$ cat config.mk
export PLATFORM = sky130hd
export DESIGN_NAME = obj_regs
export DESIGN_NICKNAME = d
export VERILOG_FILES = /design/src/rtl/obj_pkg.sv /design/src/rtl/obj_regs.sv
export SDC_FILE = /design/constraint.sdc
export NUM_CORES = 1
export LEC_CHECK = 0
export ABC_AREA = 1
export BUFFER_PORTS_ARGS = -buffer_cell sky130_fd_sc_hd__buf_2
export CAP_MARGIN = 20
export CORE_UTILIZATION = 44
export DETAILED_ROUTE_END_ITERATION = 16
export GPL_TIMING_DRIVEN = 0
export PLACE_DENSITY = 0.8
export SYNTH_ARGS = -nofsm -noshare
export SYNTH_HDL_FRONTEND = slang
export SYNTH_SLANG_ARGS = --single-unit
$ cat constraint.sdc
create_clock -name clk -period 1.76 [get_ports clk]
set_input_delay 0.176 -clock clk [delete_from_list [all_inputs] [get_ports clk]]
set_output_delay 0.176 -clock clk [all_outputs]
set_load 0.01 [all_outputs]
$ cat src/rtl/obj_pkg.sv
/*
 * object table dma shared definitions
 * table geometry, register map, sequencer states and attribute word layout
 */
package obj_pkg;

    // one bank of the object table, in 16-bit words
    localparam int TABLE_WORDS = 1024;
    localparam int TABLE_AW    = $clog2(TABLE_WORDS);
    // words per object entry, word 3 is the attribute word
    localparam int ENTRY_WORDS = 4;
    localparam int ENTRY_AW    = $clog2(ENTRY_WORDS);
    // video ram word address width
    localparam int VADDR_W = 17;
    // attribute code that closes the table
    localparam logic [7:0] END_CODE = 8'hFF;

    // axi-lite register map, byte offsets
    localparam int REG_AW = 4;
    localparam logic [REG_AW-1:0] REG_CTRL   = 4'h0;
    localparam logic [REG_AW-1:0] REG_BASE   = 4'h4;
    localparam logic [REG_AW-1:0] REG_STATUS = 4'h8;

    // dma sequencer states
    localparam logic [1:0] ST_IDLE  = 2'd0;
    localparam logic [1:0] ST_GRANT = 2'd1;
    localparam logic [1:0] ST_COPY  = 2'd2;
    localparam logic [1:0] ST_FILL  = 2'd3;

    // attribute word, seen as a raw word or as code over low byte
    typedef union packed {
        logic [15:0] raw;
        struct packed {
            logic [7:0] code;
            logic [7:0] low;
        } fields;
    } obj_attr_t;

endpackage

$ cat src/rtl/obj_regs.sv
/*
 * object dma control registers
 * axi4-lite slave with enable and table base, status read from the dma
 */
`timescale 1ns/1ps

module obj_regs (
    input  logic                       clk,
    input  logic                       rst,
    // axi4-lite write channels
    input  logic [obj_pkg::REG_AW-1:0] awaddr,
    input  logic                       awvalid,
    output logic                       awready,
    input  logic [31:0]                wdata,
    input  logic [3:0]                 wstrb,
    input  logic                       wvalid,
    output logic                       wready,
    output logic [1:0]                 bresp,
    output logic                       bvalid,
    input  logic                       bready,
    // axi4-lite read channels
    input  logic [obj_pkg::REG_AW-1:0] araddr,
    input  logic                       arvalid,
    output logic                       arready,
    output logic [31:0]                rdata,
    output logic [1:0]                 rresp,
    output logic                       rvalid,
    input  logic                       rready,
    // to and from the dma
    output logic                       enable,
    output logic [15:0]                table_base,
    input  logic                       busy,
    input  logic                       bank,
    input  logic [10:0]                word_count
);

    logic pend;
    logic wr_go;
    logic rd_go;

    // one transaction at a time, writes win over reads
    assign pend    = bvalid || rvalid;
    assign wr_go   = awvalid && wvalid && !pend;
    assign rd_go   = arvalid && !pend && !wr_go;
    assign awready = wr_go;
    assign wready  = wr_go;
    assign arready = rd_go;
    // always OKAY
    assign bresp = 2'b00;
    assign rresp = 2'b00;

    always_ff @(posedge clk or posedge rst) begin
        if (rst) begin
            bvalid     <= 1'b0;
            rvalid     <= 1'b0;
            enable     <= 1'b0;
            table_base <= 16'h0000;
        end else begin
            // response held until taken
            if (bvalid && bready) bvalid <= 1'b0;
            if (rvalid && rready) rvalid <= 1'b0;
            if (wr_go) begin
                bvalid <= 1'b1;
                if (awaddr == obj_pkg::REG_CTRL && wstrb[0]) enable <= wdata[0];
                if (awaddr == obj_pkg::REG_BASE) begin
                    if (wstrb[0]) table_base[7:0]  <= wdata[7:0];
                    if (wstrb[1]) table_base[15:8] <= wdata[15:8];
                end
            end
            if (rd_go) rvalid <= 1'b1;
        end
    end

    // read data captured at acceptance, status sampled live
    always_ff @(posedge clk) begin
        if (rd_go) begin
            case (araddr)
                obj_pkg::REG_CTRL:   rdata <= {31'd0, enable};
                obj_pkg::REG_BASE:   rdata <= {16'd0, table_base};
                obj_pkg::REG_STATUS: rdata <= {5'd0, word_count, 14'd0, bank, busy};
                default:             rdata <= 32'd0;
            endcase
        end
    end

    // a response only follows an accepted request
    a_bvalid_src: assert property (@(posedge clk) disable iff (rst)
        $rose(bvalid) |-> $past(wr_go));
    a_rvalid_src: assert property (@(posedge clk) disable iff (rst)
        $rose(rvalid) |-> $past(rd_go));

endmodule

* After elaboration in Yosys (flattened, before gate mapping) *
Cells that the tools add are included.

storage, ports and cells
  register bits = 51

cells by class
  reduce and logical (&&, ||, !) cells = 17
  muxes and demuxes = 5
  eq/ne operators = 3

operators with widths
  operator                                                         number
  27-bit case mux with 3 select lines                              1
  4-bit by 3-bit == test with 1-bit output, second input constant  2
  4-bit zero test                                                  2
  1-bit logical AND                                                7
  3-bit AND reduction                                              2
  4-bit == test, second input constant                             1
  1-bit two-way mux                                                4
  2-bit nonzero test                                               2
  1-bit zero test                                                  2
  2-bit AND reduction                                              1
  1-bit logical OR                                                 1

* Longest topological paths before layout *
Gate-level depths: netlist of run 1.

  depth after elaboration = 6
  gate-level depth with buffers = 7
  mapped depth without buffers = 6

* Least setup slack after synthesis of run 1 *
OpenSTA, ideal clock, no wires.

  kind = register to register
  start point = reg rvalid
  end point = reg rdata[0], enable pin
  slack = 0.045 ns
  period minus slack after synthesis = 1.715 ns
  buffers on the path = 0
  library setup time = 0.385 ns
  data arrival time = 1.330 ns
  cell stages (with the launch flop) = 4
  cells stage by stage = dfrtp_1 nor2_4 nand3_1 inv_1

between the ends
  cells in the longest elaborated chain, start to end = 5
  elaborated cells between the ends (all ways) = 6

ends and longest elaborated chain
  element                   RTL line                        RTL
  start: declaration        obj_regs.sv:27                  output logic rvalid,
  start signal: assignment  obj_regs.sv:55                  rvalid <= 1'b0;
  start signal: assignment  obj_regs.sv:61                  if (rvalid && rready) rvalid <= 1'b0;
  start signal: assignment  obj_regs.sv:70                  if (rd_go) rvalid <= 1'b1;
  1-bit logical OR (*)      obj_regs.sv:42                  assign pend = bvalid || rvalid;
  1-bit zero test (*)       obj_regs.sv:43, obj_regs.sv:44
  1-bit logical AND         obj_regs.sv:43                  assign wr_go = awvalid && wvalid && !pend;
  1-bit zero test           obj_regs.sv:44                  assign rd_go = arvalid && !pend && !wr_go;
  1-bit logical AND (*)     obj_regs.sv:44
  via arready               obj_regs.sv:24                  output logic arready,
  end signal: assignment    obj_regs.sv:78                  obj_pkg::REG_CTRL: rdata <= {31'd0, enable};
  end signal: assignment    obj_regs.sv:79                  obj_pkg::REG_BASE: rdata <= {16'd0, table_base};
  end signal: assignment    obj_regs.sv:80                  obj_pkg::REG_STATUS: rdata <= {5'd0, word_count, 14'd0, bank, busy};
  end: declaration          obj_regs.sv:25                  output logic [31:0] rdata,

The timed path passes the listed nets; every way through them passes the cells marked *.
A chain may end at the register's enable or synchronous reset.

* Worst setup path after layout of run 1 *
  start point = reg rvalid
  end point = out wready

between the ends
  cells in the longest elaborated chain, start to end = 3

ends and longest elaborated chain
  element            RTL line        RTL
  1-bit logical OR   obj_regs.sv:42
  1-bit zero test    obj_regs.sv:43
  1-bit logical AND  obj_regs.sv:43
  end: declaration   obj_regs.sv:17  output logic wready,

No other way between the ends.

==> metrics.cfg, run 1 <==
[layout]
layout-drive-gt1-share = 0.417
area_growth_pct = 32.8
nNetsFinal = 377
fin_area_sq_um = 2820
diodes = 0

[synth]
ys_seq_elements = 46
ys_types = 22
postSynthAreaPerCell_sq_um = 10.5
synth-main-ff-cell = edfxtp_1
yosysWarningCount = 0
synth_top_area_share = 0.382
synth_area_leaders = edfxtp_1 38%, dfrtp_1 22%, inv_1 6.9%
synthCells = 202
synth_area_sq_um = 2120
synth_area_leader_cell = edfxtp_1
synth_edf_count = 27
synth.most_common_cell = inv_1
netlist_top_cells_count = 39 x inv_1, 27 x edfxtp_1, 27 x nor2_1
ys_seq_area_frac = 0.606
async_reset_ff_frac = 0.413

[global_route]
antenna_found_initial = 0
first_global_vias = 1600
grt_overflow = 0
grt_max_degree = 20
grt_use_met3 = 0.0549
top_usage_layer = met2
use_met1 = 0.220
globalRouteTotalUtil = 0.188
grt_pass1_wl_um = 7240
grt_use_met2 = 0.332

[status]
status = finished, violations left
violations = negative hold slack

[die]
num_rows = 24
dieHeight_um = 71.5
core_sq_um = 4500
dieWidth_um = 71.5
die-area_sq_um = 5110
initial_core_util = 0.471
ioPinCount = 122

[place]
pre_cts_ws_ns = -0.207
gp_congestion = 0.697
port_buffers = 94
place_area_sq_um = 2690
hpwl_um = 3320

[routing]
routed_wl_um = 4600
vias = 1671
via_per_inst = 4.57
drtPass1Iterations = 4
drc = 0
antenna_left = 0
first_iter_violations = 65
drt-wirelength-per-cell_um = 12.6

[sta]
tns_ns = 0
grt_setup_unrepaired = no
period_share = 0.903
min_period_ns = 1.59
max_freq_ghz = 0.629
hold_viol = 7
whs_ns = -0.00334
final-max-slew-violation-count = 0
fin_skew_ns = 0.0105
tightest_slew_ns = 0.745
slew_headroom = 0.503
layout_setup_ws_ns = 0.171
setup_viol = 0

[cts]
cts_buffer_depth = 2
cts_tree = done
numClockSinks = 46
clk_pin_slew_ns = 0.09
cts_root_buf = clkbuf_8
cts_made_buffers = 5
hold_buffers = 0
clk_latency_ns = 0.29
htreeDepth = 2

[setup_path]
reg2regPathDepth = 4
reg2reg_to = rdata[16]
critPathSlowestCell = dfrtp_1
worstSetupEndpointType = primary output
worst-path-max-fanout = 4
setup.worst_path.start_class = flop
worstSetupStartpoint = rvalid
crit_chain = nor2_4 -> nand2_4 -> inv_1 -> buf_4 -> buf_2
cp_data_arrival_time_ns = 1.41
r2r_start = rvalid
crit_type = flop to primary output
cpLargestDelayFamily = flip-flops
slowest_delay_ns = 0.43
critPathRequiredTime_ns = 1.58
reg2reg_slack_ns = 0.26
critical_path_buf_inv_count = 3

[flow_run]
cap_violations = 0

[power]
peakVddDrop_v = 0.000468
p_leak_uw = 0.00147
power.density_nw_per_um2 = 959

[hold_path]
hp-class = input pin to asynchronous set/reset pin

## sequential cells by signal, summed over array words and instances (netlist names)
register and count:
bvalid 1, enable 1, rdata 27, rvalid 1, table_base 16
## layer usage
layer | vias to the layer above | part of all wire
li1 | 847 | -
met1 | 737 | 0.42
met2 | 83 | 0.49
met3 | 4 | 0.079
met4 | 0 | 0.0070
met5 | - | 0
## final cells by class
| cell class | count | area, sq um |
|---|---|---|
| Buffer | 14 | 111 |
| Clock buffer | 7 | 76.3 |
| Clock inverter | 1 | 30.0 |
| Fill cell | 392 | 1690 |
| Inverter | 41 | 163 |
| Multi-Input combinational cell | 109 | 602 |
| Sequential cell | 46 | 1290 |
| Tap cell | 52 | 65.1 |
| Timing Repair Buffer | 95 | 478 |
| Timing Repair inverter | 1 | 7.51 |
## report_power, final
| group | switching (uW) | internal (uW) | leakage [uW] | total (uW) |
|---|---|---|---|---|
| registers | 61.7 | 1290 | 0.000452 | 1350 |
| clock network | 328 | 425 | 0.0000524 | 753 |
| logic | 352 | 245 | 0.000961 | 598 |
| total | 742 | 1960 | 0.00147 | 2700 |
## stage by stage
stage,cells,utilization,total power [uW]
3_3_place_gp,356,0.597,1940
6_report,366,0.626,2700
3_5_place_dp,356,0.597,1960
2_1_floorplan,210,-,1710
4_1_cts,366,0.625,2720
5_1_grt,366,0.626,2840
## cell usage in the layout (no fill, tap or decap), drive strengths merged
master / n
bufinv: 1
edfxtp: 27
nand3: 23
clkbuf: 7
buf: 109
o21ai: 2
nor2: 33
o22ai: 1
o21bai: 17
inv: 40
nand2: 21
conb: 9
clkinvlp: 2
dfrtp: 19
nand4: 3
## how the worst max path moves through the flow
stage / endpoint / slack, ns / depth (start not counted)
after floorplan: rdata[0] / 0.05 / 3
after global placement: arready / -0.20 / 4
after detailed placement: arready / -0.21 / 4
after CTS: arready / 0.05 / 4
after global routing: arready / 0.09 / 4
final: wready / 0.17 / 5
## cells by family (layout without fill, tap and decap cells)
group | after synthesis | count (layout) | share of synthesized area
other | 1 | 9 | 0.00177
buffers and inverters | 55 | 159 | 0.127
AO/OA/AOI/OAI | 20 | 20 | 0.0678
flip-flops | 46 | 46 | 0.606
AND/OR/NAND/NOR | 80 | 80 | 0.197
## timing repair
action                     4_1_cts  5_1_grt
pin swaps                        0        0
setup endpoints to repair       28        1
gates cloned                     1        0
buffers inserted                 1        0
resized for setup                2        1
Power figures use the tool's default switching activity.
==> inputs of run 2 (changes only) <==
CORE_MARGIN = 2   (was default)
RECOVER_POWER = 50   (was default)
==> run 2 against run 1 <==
  * The run still ends with negative hold slack left
  * Global-route usage is 0.40 points lower
  * Total power is 5.9% higher
  * Worst setup slack better by 0.016 ns
  * Combinational power is 3% lower
  * Final cell count is 0.55% higher
  * Hold slack better by 0.0015 ns
  * Flip-flop and latch count stayed put
  * Die area is 5.7% higher
  * Wire length is 3.2% higher
  * Non-clock buffer count stayed put
  * Critical endpoint unchanged
==> metrics.cfg, run 2 (synthesis gave the netlist of run 1 again) <==
[setup_path]
critPathRequiredTime_ns = 1.58  ; about the same
r2r_start = rvalid  ; unchanged
reg2reg_to = rdata[23]  ; was rdata[16]
worst-path-max-fanout = 4  ; unchanged
cpLargestDelayFamily = flip-flops  ; unchanged
critPathSlowestCell = dfrtp_1  ; unchanged
crit_type = flop to primary output  ; unchanged
cp_data_arrival_time_ns = 1.40  ; was 1.41 ns
setup.worst_path.start_class = flop  ; unchanged
slowest_delay_ns = 0.43  ; about the same
crit_chain = nor2_4 -> nand2_4 -> inv_1 -> buf_4 -> buf_2  ; unchanged
reg2regPathDepth = 4  ; unchanged
critical_path_buf_inv_count = 3  ; unchanged
worstSetupEndpointType = primary output  ; unchanged
reg2reg_slack_ns = 0.28  ; was 0.26 ns

[routing]
vias = 1672  ; was 1,671
via_per_inst = 4.54  ; was 4.57
m1WireLength_um = 2030  ; was 1950 um
drt-wirelength-per-cell_um = 12.9  ; was 12.6 um
highest_layer = met4  ; unchanged
antenna_left = 0  ; unchanged
first_iter_violations = 129  ; was 65
wl_met3_um = 449  ; was 363 um
drc = 0  ; unchanged
routed_wl_um = 4740  ; was 4600 um
route.met2.wl_um = 2210  ; was 2250 um
drtPass1Iterations = 4  ; unchanged

[cts]
cts_buffer_depth = 2  ; unchanged
clk_pin_slew_ns = 0.09  ; about the same
cts_made_buffers = 5  ; unchanged
cts_tree = done  ; unchanged
clk_latency_ns = 0.30  ; was 0.29 ns
numClockSinks = 46  ; unchanged
hold_buffers = 0  ; unchanged
cts_root_buf = clkbuf_8  ; unchanged
htreeDepth = 2  ; unchanged

[layout]
diodes = 0  ; unchanged
area_growth_pct = 32.1  ; was 32.8%
nNetsFinal = 377  ; unchanged
layout-drive-gt1-share = 0.334  ; was 0.417
final_common_cell = buf_2  ; unchanged
reg.largest.list = rdata x27, table_base x16  ; unchanged
fin_area_sq_um = 2800  ; was 2820 sq um
fillers = 411  ; was 392
final_cell_mix = 71 x buf_2, 38 x inv_1, 28 x nor2_1  ; was 96 x buf_2, 38 x inv_1, 27 x nor2_1, 27 x edfxtp_1
regMostFlops = rdata  ; unchanged
largest_reg_flops = 27  ; unchanged

[sta]
min_period_ns = 1.57  ; was 1.59 ns
max_freq_ghz = 0.635  ; was 0.629 GHz
period_share = 0.894  ; was 0.903
whs_ns = -0.00185  ; was -0.00334 ns
slew_headroom = 0.491  ; was 0.503
grt_setup_unrepaired = no  ; unchanged
fin_skew_ns = 0.00155  ; was 0.0105 ns
hold_viol = 6  ; was 7
final-max-slew-violation-count = 0  ; unchanged
tightest_slew_ns = 0.762  ; was 0.745 ns
setup_viol = 0  ; unchanged

[power]
power.density_nw_per_um2 = 1020  ; was 959 nW/um^2
p_leak_uw = 0.00141  ; was 0.00147 uW
peakVddDrop_v = 0.000546  ; was 0.000468 V
p_total_uw = 2860  ; was 2700 uW

[global_route]
antenna_found_initial = 0  ; unchanged
globalRouteTotalUtil = 0.184  ; was 0.188
grt_overflow = 0  ; unchanged
first_global_vias = 1587  ; was 1,600
grt_pass1_wl_um = 7420  ; was 7240 um
grt_max_degree = 20  ; unchanged

[place]
port_buffers = 94  ; unchanged
place_area_sq_um = 2690  ; about the same
gp_congestion = 0.759  ; was 0.697
hpwl_um = 3420  ; was 3320 um

[die]
num_rows = 25  ; was 24
ioPinCount = 122  ; unchanged
dieWidth_um = 73.5  ; was 71.5 um
dieHeight_um = 73.5  ; was 71.5 um
core_sq_um = 4690  ; was 4500 sq um
die-area_sq_um = 5400  ; was 5110 sq um
initial_core_util = 0.453  ; was 0.471

[status]
violations = negative hold slack  ; unchanged
status = finished, violations left  ; unchanged

[hold_path]
hp-class = input pin to asynchronous set/reset pin  ; unchanged

[flow_run]
cap_violations = 0  ; unchanged

==> run 2: cell types whose count changed in the layout (fill, tap and decap cells not counted), sizes merged <==
| cell | delta |
|---|---|
| clkbuf | +23 |
| bufinv | +1 |
| buf | -25 |
| clkinv | +1 |
==> run 2: worst max path at each step <==
stage | to | cells past startpoint | slack [ns] | startpoint
floorplan | rdata[0] | 3 | 0.05 | rvalid
global placement | arready | 4 | -0.23 | rvalid
detailed placement | arready | 4 | -0.24 | rvalid
CTS | arready | 4 | 0.07 | rvalid
global route | wready | 5 | 0.08 | rvalid
finish | wready | 5 | 0.19 | rvalid
==> run 2: area by class of cell <==
cell class / count / area [sq um] / area share
Buffer: 14 / 109 / 0.0388
Sequential cell: 46 / 1290 / 0.459
Clock inverter: 3 / 63.8 / 0.0228
Timing Repair Buffer: 95 / 449 / 0.160
Inverter: 41 / 163 / 0.0580
Tap cell: 54 / 67.6 / 0.0241
Multi-Input combinational cell: 109 / 589 / 0.210
Timing Repair inverter: 1 / 7.51 / 0.00268
Clock buffer: 5 / 68.8 / 0.0245
==> run 2: what timing repair did <==
item,in CTS,in global routing
resized for setup,2,1
endpoints found under the setup margin,28,1
setup buffers,1,0
cloned,1,0
==> run 2: per-layer routing <==
metal | global-route usage | vias to the layer above
met1 | 0.228 | 737
met4 | 0.0545 | 0
met2 | 0.309 | 87
li1 | - | 843
met5 | 0 | -
met3 | 0.0576 | 5
==> run 2: report_power, final <==
| group | switching [uW] | leakage (uW) | total, uW | internal [uW] |
|---|---|---|---|---|
| Clock | 367 | 0.0000658 | 929 | 562 |
| Combinational | 349 | 0.000893 | 580 | 231 |
| Sequential | 63.3 | 0.000452 | 1350 | 1290 |
| Total | 779 | 0.00141 | 2860 | 2080 |
==> run 2: metrics by stage <==
stage / setup WS (ns) / utilization / TNS (ns) / std cells
floorplan: 0.0455 / - / 0 / 210
global placement: -0.235 / 0.574 / -4.73 / 358
detailed placement: -0.237 / 0.574 / -4.87 / 358
CTS: 0.0737 / 0.606 / 0 / 368
global route: 0.0839 / 0.598 / 0 / 368
finish: 0.186 / 0.598 / 0 / 368
==> run 2: worst register-to-register path: stages (launching register included) <==
cell        delay [ns]
dfrtp_1           0.43
nor2_4            0.20
nand3_2           0.18
clkinvlp_4        0.15
buf_4             0.22
