`config.mk`:
```
export PLATFORM = sky130hd
export DESIGN_NAME = obj_dma
export DESIGN_NICKNAME = d
export VERILOG_FILES = /design/src/rtl/obj_pkg.sv /design/src/rtl/obj_dma.sv
export SDC_FILE = /design/constraint.sdc
export NUM_CORES = 1
export LEC_CHECK = 0
export ABC_AREA = 0
export CAP_MARGIN = 20
export CORE_ASPECT_RATIO = 1.25
export CORE_MARGIN = 2
export CORE_UTILIZATION = 45
export DETAILED_ROUTE_END_ITERATION = 6
export DONT_BUFFER_PORTS = 1
export GPL_ROUTABILITY_DRIVEN = 0
export PLACE_DENSITY = 0.7
export SYNTH_ARGS = -nofsm -noshare
export SYNTH_HDL_FRONTEND = slang
export SYNTH_SLANG_ARGS = --single-unit
export TNS_END_PERCENT = 10
```
`constraint.sdc`:
```
create_clock -name clk -period 5.9 [get_ports clk]
set_clock_uncertainty 0.2 [all_clocks]
set_input_delay 1.18 -clock clk [delete_from_list [all_inputs] [get_ports clk]]
set_output_delay 1.18 -clock clk [all_outputs]
set_load 0.01 [all_outputs]
```
`src/rtl/obj_pkg.sv`:
```
/*
 * object table dma shared definitions
 * table geometry, register map, sequencer states and attribute word layout
 */
package obj_pkg;

    // one bank of the object table, in 16-bit words
    localparam int TABLE_WORDS = 1024;
    localparam int TABLE_AW    = $clog2(TABLE_WORDS);
    // words per object entry, word 3 is the attribute word
    localparam int ENTRY_WORDS = 4;
    localparam int ENTRY_AW    = $clog2(ENTRY_WORDS);
    // video ram word address width
    localparam int VADDR_W = 17;
    // attribute code that closes the table
    localparam logic [7:0] END_CODE = 8'hFF;

    // axi-lite register map, byte offsets
    localparam int REG_AW = 4;
    localparam logic [REG_AW-1:0] REG_CTRL   = 4'h0;
    localparam logic [REG_AW-1:0] REG_BASE   = 4'h4;
    localparam logic [REG_AW-1:0] REG_STATUS = 4'h8;

    // dma sequencer states
    localparam logic [1:0] ST_IDLE  = 2'd0;
    localparam logic [1:0] ST_GRANT = 2'd1;
    localparam logic [1:0] ST_COPY  = 2'd2;
    localparam logic [1:0] ST_FILL  = 2'd3;

    // attribute word, seen as a raw word or as code over low byte
    typedef union packed {
        logic [15:0] raw;
        struct packed {
            logic [7:0] code;
            logic [7:0] low;
        } fields;
    } obj_attr_t;

endpackage

```
`src/rtl/obj_dma.sv`:
```
/*
 * object table dma sequencer
 * on vblank takes the video bus, copies the table in 3,2,1,0 entry order,
 * stops on the end code and zero-fills the rest of the write bank
 */
`timescale 1ns/1ps

module obj_dma (
    input  logic                               clk,
    input  logic                               rst,
    input  logic                               enable,
    input  logic                               vblank,
    input  logic [15:0]                        table_base,
    // bus sharing
    output logic                               busreq,
    input  logic                               busack,
    // video ram read
    output logic                               vram_cs,
    output logic [obj_pkg::VADDR_W-1:0]        vram_addr,
    input  logic [15:0]                        vram_data,
    input  logic                               vram_ok,
    // table write
    output logic                               wr_en,
    output logic [obj_pkg::TABLE_AW-1:0]       wr_addr,
    output logic [15:0]                        wr_data,
    output logic                               wr_bank,
    // status
    output logic                               busy,
    output logic                               bank,
    output logic [obj_pkg::TABLE_AW:0]         word_count
);

    logic [1:0]                   st;
    logic [obj_pkg::VADDR_W-1:0]  vram_cnt;
    logic [obj_pkg::TABLE_AW:0]   wcnt;
    logic                         wait_cycle;
    logic                         vblank_q;
    logic                         start;
    logic                         take;
    logic                         is_end;
    logic                         store;
    logic                         fill_wr;
    obj_pkg::obj_attr_t           attr;

    assign attr.raw = vram_data;
    // counters run 0,1,2,3 but the low address bits are inverted
    assign vram_addr = {vram_cnt[obj_pkg::VADDR_W-1:obj_pkg::ENTRY_AW],
                        ~vram_cnt[obj_pkg::ENTRY_AW-1:0]};
    assign wr_bank = ~bank;
    assign busy    = (st != obj_pkg::ST_IDLE);

    // only a fresh vblank edge in idle starts a copy
    assign start = vblank && !vblank_q && enable && (st == obj_pkg::ST_IDLE);
    // skip the cycle right after a word so an old ok is not taken twice
    assign take  = (st == obj_pkg::ST_COPY) && vram_ok && !wait_cycle;
    // end code only counts in the attribute word, first of each entry
    assign is_end = take && (wcnt[obj_pkg::ENTRY_AW-1:0] == '0)
                    && (attr.fields.code == obj_pkg::END_CODE);
    assign store   = take && !is_end;
    assign fill_wr = (st == obj_pkg::ST_FILL) && !wcnt[obj_pkg::TABLE_AW];

    always_ff @(posedge clk or posedge rst) begin
        if (rst) vblank_q <= 1'b0;
        else     vblank_q <= vblank;
    end

    always_ff @(posedge clk or posedge rst) begin
        if (rst) begin
            // reset clears bank 1 while bank 0 is shown
            st         <= obj_pkg::ST_FILL;
            wcnt       <= '0;
            vram_cnt   <= '0;
            bank       <= 1'b0;
            busreq     <= 1'b0;
            vram_cs    <= 1'b0;
            wr_en      <= 1'b0;
            wait_cycle <= 1'b0;
            word_count <= '0;
        end else begin
            wr_en <= store || fill_wr;
            case (st)
                obj_pkg::ST_IDLE: begin
                    if (start) begin
                        busreq   <= 1'b1;
                        bank     <= ~bank;
                        vram_cnt <= {table_base[9:1], 8'd0};
                        wcnt     <= '0;
                        st       <= obj_pkg::ST_GRANT;
                    end
                end
                obj_pkg::ST_GRANT: begin
                    // no read until the arbiter hands over the bus
                    if (busack) begin
                        vram_cs    <= 1'b1;
                        wait_cycle <= 1'b0;
                        st         <= obj_pkg::ST_COPY;
                    end
                end
                obj_pkg::ST_COPY: begin
                    wait_cycle <= 1'b0;
                    if (is_end) begin
                        busreq     <= 1'b0;
                        vram_cs    <= 1'b0;
                        word_count <= wcnt;
                        st         <= obj_pkg::ST_FILL;
                    end else if (store) begin
                        vram_cnt   <= vram_cnt + 1'b1;
                        wcnt       <= wcnt + 1'b1;
                        wait_cycle <= 1'b1;
                        // whole table read, nothing left to fill
                        if (wcnt == (obj_pkg::TABLE_AW + 1)'(obj_pkg::TABLE_WORDS - 1)) begin
                            busreq     <= 1'b0;
                            vram_cs    <= 1'b0;
                            word_count <= wcnt + 1'b1;
                            st         <= obj_pkg::ST_FILL;
                        end
                    end
                end
                default: begin
                    // fill until the counter passes the last word
                    if (fill_wr) wcnt <= wcnt + 1'b1;
                    else         st   <= obj_pkg::ST_IDLE;
                end
            endcase
        end
    end

    // write payload, copied word or zero
    always_ff @(posedge clk) begin
        if (store || fill_wr) begin
            wr_addr <= {wcnt[obj_pkg::TABLE_AW-1:obj_pkg::ENTRY_AW],
                        ~wcnt[obj_pkg::ENTRY_AW-1:0]};
            wr_data <= store ? vram_data : 16'h0000;
        end
    end

    // bus is not released with a read still in flight
    a_busreq_hold: assert property (@(posedge clk) disable iff (rst)
        $fell(busreq) |-> !$past(vram_cs && !vram_ok));
    // idle means the table is left alone
    a_idle_quiet: assert property (@(posedge clk) disable iff (rst)
        (st == obj_pkg::ST_IDLE) |-> !wr_en);

endmodule

```
# Word-level counts from Yosys, hierarchy flattened
# Cells that the tools add are included.
[classes] n_addsub=2 mul=0 n_div=0 magnitude_cmp=0 eq_ne=12 n_shift=0 mux=30 n_bitwise=4 n_reduce_logical=30
[ops] cell="2-to-1 mux 11 bit" count=7
[ops] cell="2-to-1 mux 17 bit" count=3
[ops] cell="case mux 17 bit (2 select lines)" count=1
[ops] cell="case mux 11 bit (3 select lines)" count=1
[ops] cell="adder 17 x 1 -> 17 bit, second input constant" count=1
[ops] cell="2-to-1 mux 2 bit" count=6
[ops] cell="AND reduction 4 bit" count=3
[ops] cell="adder 11 x 1 -> 11 bit, second input constant" count=1
[ops] cell="== test 11 x 10 -> 1 bit, second input constant" count=1
[ops] cell="AND reduction 5 bit" count=2
[ops] cell="nonzero test 2 bit" count=5
[ops] cell="logical AND 1 bit" count=9
[ops] cell="== test 8 bit, second input constant" count=1
[ops] cell="2-to-1 mux 1 bit" count=8
[ops] cell="inequality test 2 bit, second input constant" count=4
[ops] cell="case mux 1 bit (2 select lines)" count=3
[ops] cell="case mux 2 bit (3 select lines)" count=1
[ops] cell="== test 2 bit, second input constant" count=2
[ops] cell="logical NOT 1 bit" count=4
[ops] cell="logical NOT 2 bit" count=2
[ops] cell="inequality test 4 x 1 -> 1 bit, second input constant" count=1
[ops] cell="inverter 2 bit" count=2
[ops] cell="AND reduction 2 bit" count=2
[ops] cell="inequality test 3 x 2 -> 1 bit, second input constant" count=1
[ops] cell="6 further kinds" count=7
[word_totals] reg_bits=73 latch_bits=0 mem_bits_rw=0 mem_bits_ro=0 in_bits=38 output_inout_bits=60 word_cells=90 mem_count=0

# Logic depth before layout (Yosys ltp)
# Gate-level depths: netlist of the first run.
[depth] depth_word=10 depth_mapped=10 mapped_depth_nobuf=7

# Least setup slack after synthesis of the first run
# Ideal clock, no wire load.
[synth_path] kind="input to register" startpoint="input vram_data[15]" endpoint="register wr_addr[0] (netlist bit) (enable)" setup_time_ps=447 arrival_time_ps=3318 required_ps=5253 setup_slack_ps=1935 stages=3 path_buffers=0 cell_sequence="nand4_1 -> nor3_1 -> o21ai_0"
[synth_via] elab_chain_cells=5
[synth_lines] element="start: declaration" line="obj_dma.sv:20" source="input logic [15:0] vram_data,"
[synth_lines] element="== test 8 bit" line="obj_dma.sv:58" source="&& (attr.fields.code == obj_pkg::END_CODE);"
[synth_lines] element="logical AND 1 bit" line="obj_dma.sv:58"
[synth_lines] element="logical NOT 1 bit" line="obj_dma.sv:59" source="assign store = take && !is_end;"
[synth_lines] element="logical AND 1 bit" line="obj_dma.sv:59"
[synth_lines] element="logical OR 1 bit" line="obj_dma.sv:130" source="if (store || fill_wr) begin"
[synth_lines] element="end signal: assignment" line="obj_dma.sv:131" source="wr_addr <= {wcnt[obj_pkg::TABLE_AW-1:obj_pkg::ENTRY_AW],"
[synth_lines] element="end: declaration" line="obj_dma.sv:24" source="output logic [obj_pkg::TABLE_AW-1:0] wr_addr,"
# No other way between the ends.
# A chain may end at the register's enable or synchronous reset.

# Worst setup path after layout of the first run
[layout_path] startpoint="register st[1]" endpoint="register wcnt[9] (netlist bit)"
[layout_via] elab_chain_cells=9 elab_cells_between_ends=19 cone_classes="6 x eq/ne; 1 x mux; 1 x bitwise; 11 x reduce/logical"
[layout_lines] element="start: declaration" line="obj_dma.sv:33" source="logic [1:0] st;"
[layout_lines] element="start signal: assignment" line="obj_dma.sv:70" source="st <= obj_pkg::ST_FILL;"
[layout_lines] element="start signal: assignment" line="obj_dma.sv:88" source="st <= obj_pkg::ST_GRANT;"
[layout_lines] element="start signal: assignment" line="obj_dma.sv:96" source="st <= obj_pkg::ST_COPY;"
[layout_lines] element="== test 2 bit" line="obj_dma.sv:55, obj_dma.sv:81"
[layout_lines] element="logical AND 1 bit (2 in series)" line="obj_dma.sv:55" source="assign take = (st == obj_pkg::ST_COPY) && vram_ok && !wait_cycle;"
[layout_lines] element="logical AND 1 bit" line="obj_dma.sv:57" source="assign is_end = take && (wcnt[obj_pkg::ENTRY_AW-1:0] == '0)"
[layout_lines] element="logical AND 1 bit" line="obj_dma.sv:58"
[layout_lines] element="logical NOT 1 bit" line="obj_dma.sv:59"
[layout_lines] element="logical AND 1 bit" line="obj_dma.sv:59"
[layout_lines] element="inequality test 2 bit (no line)"
[layout_lines] element="AND reduction 5 bit (no line)"
[layout_lines] element="end signal: assignment" line="obj_dma.sv:108" source="wcnt <= wcnt + 1'b1;"
[layout_lines] element="end signal: assignment" line="obj_dma.sv:121" source="if (fill_wr) wcnt <= wcnt + 1'b1;"
[layout_lines] element="end: declaration" line="obj_dma.sv:35" source="logic [obj_pkg::TABLE_AW:0] wcnt;"
# Several ways; a longest one is shown, not always the timed one.

==> results of run 1 <==
==> worst max path at each step <==
stage                                 to  cells after the start
finish               wcnt[9]$_DFFE_PP0P_                      6
global route         wcnt[9]$_DFFE_PP0P_                      6
CTS                  wcnt[9]$_DFFE_PP0P_                      6
detailed placement   wcnt[9]$_DFFE_PP0P_                      6
global placement     wcnt[9]$_DFFE_PP0P_                      6
floorplan           wr_addr[0]$_DFFE_PP_                      3
==> cells in the final DEF (no fill, tap or decap), types with 4 or more instances in the layout <==
master	instances
a31oi_1	8
inv_1	14
dfrtp_1	45
o21ai_0	16
nand2_1	27
a21oi_1	14
o31ai_1	8
nand2b_1	5
o22ai_1	5
o21ai_1	15
nand3_1	16
ha_1	7
edfxtp_1	26
clkbuf_8	9
and2_1	16
xnor2_1	4
xor2_1	7
o211ai_1	6
nand4_1	10
nor2_1	18
==> cells by family (layout without fill, tap and decap cells) <==
kind of cell	after synthesis	count (layout)	synth area share, %
compound gates	93	93	16.34
xor+xnor	11	11	2.615
fa+ha+maj	7	7	2.378
buf+inv	49	35	7.065
flops	73	73	53.19
mux	5	5	1.461
simple gates	115	115	16.95
==> sequential cells by signal, indices dropped and copies added (netlist names) <==
signal      flops
bank            1
busreq          1
st              2
vblank_q        1
vram_cnt       17
vram_cs         1
wait_cycle      1
wcnt           11
word_count     11
wr_addr        10
wr_data        16
wr_en           1
==> final cells by class <==
type                            instances  area share, %
Sequential cell                        73          51.13
Clock inverter                          6          1.567
Inverter                               15          1.469
Tap cell                               95          3.102
Timing Repair Buffer                    4          1.110
Multi-Input combinational cell        231          38.30
Clock buffer                           10          3.330
==> worst max-delay path: cells and delay by family, from the launching register on <==
family | cells | cell delay [ps]
DFF | 1 | 560
AOI/OAI and AO/OA | 3 | 1640
adders and majority gates | 1 | 690
and+or+nand+nor | 2 | 920
==> per-layer routing <==
layer / vias up / GRT usage, % / share of wire [%]
met5: - / 0 / 0
met4: 0 / 6.009 / 1.9
met3: 16 / 6.319 / 5.7
met2: 88 / 31.83 / 52
met1: 1265 / 22.27 / 40
li1: 1235 / - / -
==> power by group <==
group          internal (mW)  switching, mW
Clock                  0.193          0.184
Sequential             0.708          0.183
Combinational          0.189          0.371
==> stage by stage <==
step                      cell area, um2  cells  utilization, %
after floorplan                     3684    353               -
after global placement              3617    416           45.89
after detailed placement            3625    417           45.98
after CTS                           3812    433           48.37
after global routing                3832    434           48.62
final                               3832    434           48.62
==> qor.yml, run 1 <==
cts:
  cts_resized: 0
  clock_sinks: 73
  max-clock-path-buffers: 2
  cts_tree: "done"
  clk_latency_ps: 340
  htreeDepth: 3
  hold_buffers: 0
  cts_setup_buffers: 0
  cts_buffers: 9
  path_clk_slew_ps: 80
  cts-root-buf: "clkbuf_8"
sta:
  hold_viol_final: 0
  slew_viol_final: 0
  clock.fmax_mhz: 243.2
  whs_ps: 343.4
  setup_violations: 0
  fin_crit_sh_pct: 69.69
  relSlewSlack_pct: 38.11
  grt_setup_unrepaired: "no"
  worst_pin_slew_ps: 928.3
  fin_setup_tns_ps: 0
  min_period_ps: 4112
  fin_ws_ps: 1788
synthesis:
  yosysSeqAreaShare_pct: 53.19
  async_flop_share_pct: 64.38
  syn_nets: 398
  yosysMostFrequentCell: "dfrtp_1"
  yosysWarnings: 0
  synth.area.top_cells: "dfrtp_1 31%, edfxtp_1 21%, buf_4 3.7%"
  synth_area_per_cell_um2: 10.43
  netlist.area_leader.share_pct: 30.57
  synth_edf_count: 26
  netlist_instances: 353
  ys_types: 53
  synthesis.area_mm2: 0.003684
  synth_top_cell_by_area: "dfrtp_1"
  synth-seq-cells: 73
  ys.flop_type: "dfrtp_1"
  yosys-top-cells-count: "45 x dfrtp_1, 27 x nand2_1, 26 x edfxtp_1"
placement:
  place_ws_ps: 1859
  portBuffers: 0
  dp_hpwl_um: 5541
worst_hold_path:
  worstHoldStart: "wait_cycle$_DFFE_PP0P_"
  min_path_type: "reg -> reg"
  hold_path_end: "wait_cycle$_DFFE_PP0P_"
  whs_path_depth: 1
worst_setup_path:
  reg2reg_slack_ps: 1790
  startpoint: "st[1]$_DFFE_PP1P_"
  path_max_fanout: 27
  start_kind: "flop"
  r2r-end: "wcnt[9]$_DFFE_PP0P_"
  worstSetupPathType: "reg -> reg"
  critPathSlowestCell: "o31a_1"
  r2r_cells: 6
  critPathMaxStageDelay_ps: 800
  required_ps: 5940
  cp-end-kind: "flop"
  regToRegStartpoint: "st[1]$_DFFE_PP1P_"
  arrival_ps: 4150
  crit_path_cell_trace: "ha_1 -> and3b_1 -> o31a_1 -> o21ai_1 -> nand2b_1 -> o41ai_2"
drt:
  vias: 2604
  via_per_inst: 6.000
  routedWlPerCell_um: 18.24
  drc_errors: 0
  wirelength_um: 7917
  first_iter_violations: 171
  antenna_left: 0
  drt-pass1-iter-count: 4
power:
  p_leak_nw: 1.472
  finalPower_mw: 1.828
  p_per_area_mw_per_mm2: 476.9
  irDropWorstVdd_uv: 264.8
floorplanning:
  ios: 98
  die_w_um: 84.92
  die_h_um: 105.2
  start_util_pct: 46.73
  die_area_mm2: 0.008930
  num_rows: 36
  coreArea_mm2: 0.007883
global_routing:
  grt_overflow: 0
  grt_pass1_wl_um: 13140
  grt_pass1_vias: 2585
  grt_antenna_before_repair: 0
  grt_max_degree: 48
  grt.total_usage_pct: 18.76
finish:
  layout-drive-gt1-share_pct: 10.32
  fill_cells: 717
  final_nets: 379
  syn2layout_area_growth_pct: 4.042
  multi_input_comb_area_mm2: 0.001468
  num_antenna_cells: 0
  regArea_mm2: 0.001959
run_status:
  outcome: "complete, no violations"
job:
  maxCapViolCount: 0
Power figures use the tool's default switching activity.
==> run 2: changes to the inputs <==
PLACE_DENSITY = 0.72   (was 0.7)
clock period = 3.6 ns   (was 5.9 ns; I/O delays follow)
==> run 2 against run 1 <==
Via count is 0.42% lower. Sequential power up 64%. Largest cell class unchanged. Utilization increased by 1.2 points. Register-to-register slack worse by 1300 ps. Fmax up 31%. Critical endpoint unchanged.
==> qor.yml, run 2 (synthesis results as in run 1) <==
cts:
  hold_buffers: 0  # unchanged
  htreeDepth: 3  # unchanged
  max-clock-path-buffers: 2  # unchanged
  cts_tree: "done"  # unchanged
  cts_buffers: 9  # unchanged
  clock_sinks: 73  # unchanged
  path_clk_slew_ps: 80  # about the same
  cts_resized: 0  # unchanged
  cts-root-buf: "clkbuf_8"  # unchanged
  cts_setup_buffers: 0  # unchanged
  clk_latency_ps: 340  # about the same
sta:
  setup_violations: 0  # unchanged
  relSlewSlack_pct: 37.81  # was 38.11%
  hold_viol_final: 0  # unchanged
  worst_pin_slew_ps: 932.9  # was 928.3 ps
  slew_viol_final: 0  # unchanged
  min_period_ps: 3139  # was 4112 ps
  grt_setup_unrepaired: "no"  # unchanged
  clock.fmax_mhz: 318.6  # was 243.2 MHz
  fin_crit_sh_pct: 87.19  # was 69.69%
  fin_setup_tns_ps: 0  # unchanged
worst_setup_path:
  path_max_fanout: 27  # unchanged
  regToRegStartpoint: "st[1]$_DFFE_PP1P_"  # unchanged
  worstSetupPathType: "reg -> reg"  # unchanged
  critPathMaxStageDelay_ps: 800  # about the same
  startpoint: "st[1]$_DFFE_PP1P_"  # unchanged
  endpoint: "wcnt[9]$_DFFE_PP0P_"  # unchanged
  r2r-end: "wcnt[9]$_DFFE_PP0P_"  # unchanged
  start_kind: "flop"  # unchanged
  crit_path_cell_trace: "ha_1 -> and3b_1 -> o31a_1 -> o21ai_1 -> buf_4 -> nand2b_1 -> o41ai_2"  # was ha_1 -> and3b_1 -> o31a_1 -> o21ai_1 -> nand2b_1 -> o41ai_2
  r2r_cells: 7  # was 6
  cp-end-kind: "flop"  # unchanged
  critPathSlowestCell: "o31a_1"  # unchanged
  arrival_ps: 3190  # was 4150 ps
  reg2reg_slack_ps: 460  # was 1790 ps
  required_ps: 3650  # was 5940 ps
drt:
  drc_errors: 0  # unchanged
  wirelength_um: 7710  # was 7917 um
  via_per_inst: 5.907  # was 6.000
  first_iter_violations: 109  # was 171
  drt-pass1-iter-count: 4  # unchanged
  antenna_left: 0  # unchanged
  vias: 2593  # was 2604
  routedWlPerCell_um: 17.56  # was 18.24 um
run_status:
  outcome: "complete, no violations"  # unchanged
finish:
  largest_reg_flops: 17  # unchanged
  fill_cells: 717  # unchanged
  largest_register: "vram_cnt"  # unchanged
  num_antenna_cells: 0  # unchanged
  layout-drive-gt1-share_pct: 11.34  # was 10.32%
  reg.largest.list: "vram_cnt x17, wr_data x16"  # unchanged
  final_cell_mix: "45 x dfrtp_1, 27 x nand2_1, 26 x edfxtp_1"  # unchanged
  syn2layout_area_growth_pct: 6.522  # was 4.042%
  final_common_cell: "dfrtp_1"  # unchanged
  final_nets: 384  # was 379
global_routing:
  grt_max_degree: 48  # unchanged
  grt_pass1_vias: 2560  # was 2585
  grt_overflow: 0  # unchanged
  grt.total_usage_pct: 18.24  # was 18.76%
  grt_pass1_wl_um: 12810  # was 13140 um
  grt_antenna_before_repair: 0  # unchanged
job:
  maxCapViolCount: 0  # unchanged
worst_hold_path:
  min_path_type: "in -> reg"  # was reg -> reg
floorplanning:
  ios: 98  # unchanged
  die_w_um: 84.92  # unchanged
  coreArea_mm2: 0.007883  # unchanged
  die_h_um: 105.2  # unchanged
  start_util_pct: 46.73  # unchanged
  num_rows: 36  # unchanged
  die_area_mm2: 0.008930  # unchanged
power:
  p_leak_nw: 1.523  # was 1.472 nW
  p_per_area_mw_per_mm2: 802.2  # was 476.9 mW/mm2
  irDropWorstVdd_uv: 416.0  # was 264.8 uV
  finalPower_mw: 3.148  # was 1.828 mW
placement:
  portBuffers: 0  # unchanged
  dp_hpwl_um: 5458  # was 5541 um
==> run 2: cell count changes in the layout (fill, tap and decap cells not counted), sizes merged <==
| cell | previous run | this run |
|---|---|---|
| buf | 4 | 8 |
| clkinvlp | 2 | 0 |
| bufinv | 1 | 2 |
| clkbuf | 10 | 11 |
| dlygate4sd3 | 0 | 1 |
==> run 2: report_power, final <==
part           internal, mW  total (mW)  leakage, nW  switching [mW]
registers              1.16        1.46        0.855           0.297
logic                 0.343       0.953        0.549           0.610
clock network         0.436       0.738        0.119           0.302
total                  1.94        3.15         1.52            1.21
==> run 2: layout make-up <==
cell class | count | area, um2 | area share [%]
clock buffer | 11 | 152.6 | 3.890
inverter | 15 | 56.30 | 1.435
timing repair buffer | 9 | 82.58 | 2.105
multi-input combinational | 231 | 1468 | 37.40
sequential | 73 | 1959 | 49.94
tap | 95 | 118.9 | 3.029
clock inverter | 5 | 86.33 | 2.200
==> run 2: how the worst min path moves through the flow <==
stage	startpoint	end	slack, ps	depth (start not counted)
after global placement	wait_cycle$_DFFE_PP0P_	wait_cycle$_DFFE_PP0P_	300	1
after CTS	vblank	vblank_q$_DFF_PP0_	180	0
after floorplan	wcnt[3]$_DFFE_PP0P_	wr_addr[3]$_DFFE_PP_	220	0
after detailed placement	wait_cycle$_DFFE_PP0P_	wait_cycle$_DFFE_PP0P_	310	1
final	vblank	vblank_q$_DFF_PP0_	210	0
after global routing	vblank	vblank_q$_DFF_PP0_	170	0
==> run 2: worst max-delay path: cells and delay by family (launching register included) <==
family	cells	cell delay, ps
AOI/OAI and AO/OA	3	1280
adders and majority gates	1	160
buffers and inverters	1	220
DFF	1	560
and+or+nand+nor	2	630
==> run 2: per-stage QoR <==
step | std cells | hold WS [ps] | setup slack (ps) | util [%] | cell area, um2
4_1_cts | 436 | 182.0 | 469.5 | 49.30 | 3886
3_3_place_gp | 420 | 300.0 | 482.8 | 46.27 | 3647
2_1_floorplan | 353 | 219.6 | 48.40 | - | 3684
3_5_place_dp | 420 | 312.0 | 480.8 | 46.27 | 3647
5_1_grt | 439 | 174.9 | 166.3 | 49.78 | 3924
6_report | 439 | 205.3 | 461.1 | 49.78 | 3924
==> run 2: routing by layer <==
| layer | global-route usage (%) | share of wire (%) | up-vias | routed length [um] |
|---|---|---|---|---|
| met4 | 6.122 | 1.6 | 0 | 120 |
| met2 | 31.89 | 54 | 90 | 4152 |
| li1 | - | - | 1242 | - |
| met3 | 5.687 | 6.2 | 8 | 480 |
| met1 | 20.96 | 38 | 1253 | 2956 |
| met5 | 0 | 0 | - | 0 |
==> run 3: changes to the inputs <==
CAP_MARGIN = not set   (was 20)
CELL_PAD_IN_SITES_DETAIL_PLACEMENT = 1   (was not set)
CELL_PAD_IN_SITES_GLOBAL_PLACEMENT = 1   (was not set)
CORE_UTILIZATION = 44   (was 45)
PLACE_DENSITY = 0.86   (was 0.72)
==> run 3 against run 2 <==
The flow now finishes with violations (DRC). Utilization shrank 2.7 points. Via count grew 1.5%. Sequential share of layout area grew 0.81 points. Power shrank 1.7%. Sequential power is essentially flat. Design area shrank 1.6%. Fmax grew 5.2%. Critical endpoint unchanged.
==> qor.yml, run 3 (synthesis results as in run 1) <==
drt:
  antenna_left: 0  # unchanged
  via_per_inst: 6.007  # was 5.907
  drc_errors: 6  # was 0
  first_iter_violations: 149  # was 109
  wirelength_um: 8658  # was 7710 um
  vias: 2631  # was 2593
  drt-pass1-iter-count: 6  # was 4
  routedWlPerCell_um: 19.77  # was 17.56 um
global_routing:
  grt_pass1_wl_um: 13890  # was 12810 um
  grt_max_degree: 48  # unchanged
  grt_overflow: 0  # unchanged
  grt.total_usage_pct: 19.60  # was 18.24%
  grt_pass1_vias: 2656  # was 2560
  grt_antenna_before_repair: 1  # was 0
worst_setup_path:
  critPathSlowestCell: "ha_1"  # was o31a_1
  required_ps: 3630  # was 3650 ps
  path_max_fanout: 15  # was 27
  crit_buf_inv: 1  # unchanged
  cp-end-kind: "flop"  # unchanged
  crit_path_cell_trace: "inv_1 -> ha_1 -> nor2_1 -> a221oi_1 -> o21ai_1 -> nand2b_1 -> o41ai_2"  # was ha_1 -> and3b_1 -> o31a_1 -> o21ai_1 -> buf_4 -> nand2b_1 -> o41ai_2
  path_delay_family: "compound AO/OA/AOI/OAI gates"  # unchanged
  start_kind: "flop"  # unchanged
  worstSetupPathType: "reg -> reg"  # unchanged
  critPathMaxStageDelay_ps: 500  # was 800 ps
  arrival_ps: 3020  # was 3190 ps
sta:
  fin_crit_sh_pct: 82.90  # was 87.19%
  hold_viol_final: 0  # unchanged
  whs_ps: 206.4  # was 205.3 ps
  min_period_ps: 2984  # was 3139 ps
  relSlewSlack_pct: 22.78  # was 37.81%
  fin_setup_tns_ps: 0  # unchanged
  clock.fmax_mhz: 335.1  # was 318.6 MHz
  slew_viol_final: 0  # unchanged
  setup_violations: 0  # unchanged
  fin_ws_ps: 615.8  # was 461.1 ps
  grt_setup_unrepaired: "no"  # unchanged
  worst_pin_slew_ps: 1151  # was 932.9 ps
power:
  p_leak_nw: 1.486  # was 1.523 nW
  p_per_area_mw_per_mm2: 801.3  # was 802.2 mW/mm2
  irDropWorstVdd_uv: 462.5  # was 416.0 uV
floorplanning:
  die_h_um: 106.3  # was 105.2 um
  die_w_um: 85.84  # was 84.92 um
  start_util_pct: 44.95  # was 46.73%
  coreArea_mm2: 0.008194  # was 0.007883 mm2
  die_area_mm2: 0.009124  # was 0.008930 mm2
  ios: 98  # unchanged
  num_rows: 37  # was 36
finish:
  regArea_mm2: 0.001959  # unchanged
  final_nets: 380  # was 384
  final_common_cell: "dfrtp_1"  # unchanged
  reg.largest.list: "vram_cnt x17, wr_data x16"  # unchanged
  final_cell_mix: "45 x dfrtp_1, 27 x nand2_1, 26 x edfxtp_1"  # unchanged
  largest_register: "vram_cnt"  # unchanged
  syn2layout_area_growth_pct: 4.823  # was 6.522%
  fill_cells: 894  # was 717
  layout-drive-gt1-share_pct: 10.59  # was 11.34%
  multi_input_comb_area_mm2: 0.001468  # unchanged
  finalInstanceArea_mm2: 0.003861  # was 0.003924 mm2
  largest_reg_flops: 17  # unchanged
cts:
  htreeDepth: 3  # unchanged
  cts_buffers: 9  # unchanged
  max-clock-path-buffers: 2  # unchanged
  hold_buffers: 0  # unchanged
  clock_sinks: 73  # unchanged
  cts_setup_buffers: 0  # unchanged
  cts_tree: "done"  # unchanged
  path_clk_slew_ps: 80  # about the same
  clk_latency_ps: 340  # about the same
  cts-root-buf: "clkbuf_8"  # unchanged
  cts_resized: 0  # unchanged
placement:
  dp_hpwl_um: 6168  # was 5458 um
  place_area_mm2: 0.003642  # was 0.003647 mm2
  place_ws_ps: 625.1  # was 480.8 ps
  portBuffers: 0  # unchanged
run_status:
  outcome: "complete, but fails checks"  # was complete, no violations
  failed_checks: "DRC"
job:
  maxCapViolCount: 0  # unchanged
worst_hold_path:
  min_path_type: "in -> reg"  # unchanged
-- run 3: worst register-to-register path: cells and delay by family (launching register included) --
family                     cells  cell delay (ps)
buffers and inverters          1               80
and+or+nand+nor                2              620
DFF                            1              390
AOI/OAI and AO/OA              3             1080
adders and majority gates      1              500
-- run 3: layer usage --
metal	up-vias	wire length (um)	track usage, %
met5	-	0	0
met4	0	161	6.576
met3	11	340	5.357
met2	63	4716	34.43
met1	1314	3440	22.89
li1	1243	-	-
-- run 3: path summary, 6_finish.rpt --
path / startpoint / endpoint / slack, ps / depth (start not counted)
setup / recovery: st[0]$_DFFE_PP1P_ / wcnt[9]$_DFFE_PP0P_ / 620 / 7
hold / removal: vblank / vblank_q$_DFF_PP0_ / 210 / 0
setup reg to reg: st[0]$_DFFE_PP1P_ / wcnt[9]$_DFFE_PP0P_ / 620 / 7
hold reg to reg: st[0]$_DFFE_PP1P_ / st[0]$_DFFE_PP1P_ / 340 / 1
max in group asynchronous: rst / vram_cs$_DFFE_PP0P_ / 2290 / 1
min in group asynchronous: rst / word_count[10]$_DFFE_PP0P_ / 290 / 1
-- run 3: cell type report --
type	count	share of cell area [%]
antenna	1	0.06481
clock buffer	12	4.310
timing repair buffer	5	0.9721
clock inverter	4	1.296
inverter	15	1.458
multi-input combinational	231	38.01
sequential	73	50.75
tap	97	3.143
-- run 3: power breakdown --
part / leakage, nW / internal (mW) / switching (mW)
Clock: 0.104 / 0.380 / 0.306
Sequential: 0.855 / 1.16 / 0.305
Combinational: 0.528 / 0.316 / 0.626
Total: 1.49 / 1.86 / 1.24
-- run 3: per-stage QoR --
step	total power [mW]	util [%]	cells
global placement	2.367	44.45	421
global route	3.296	47.09	437
detailed placement	2.429	44.45	421
CTS	3.117	47.09	437
finish	3.094	47.12	438
floorplan	2.249	-	353
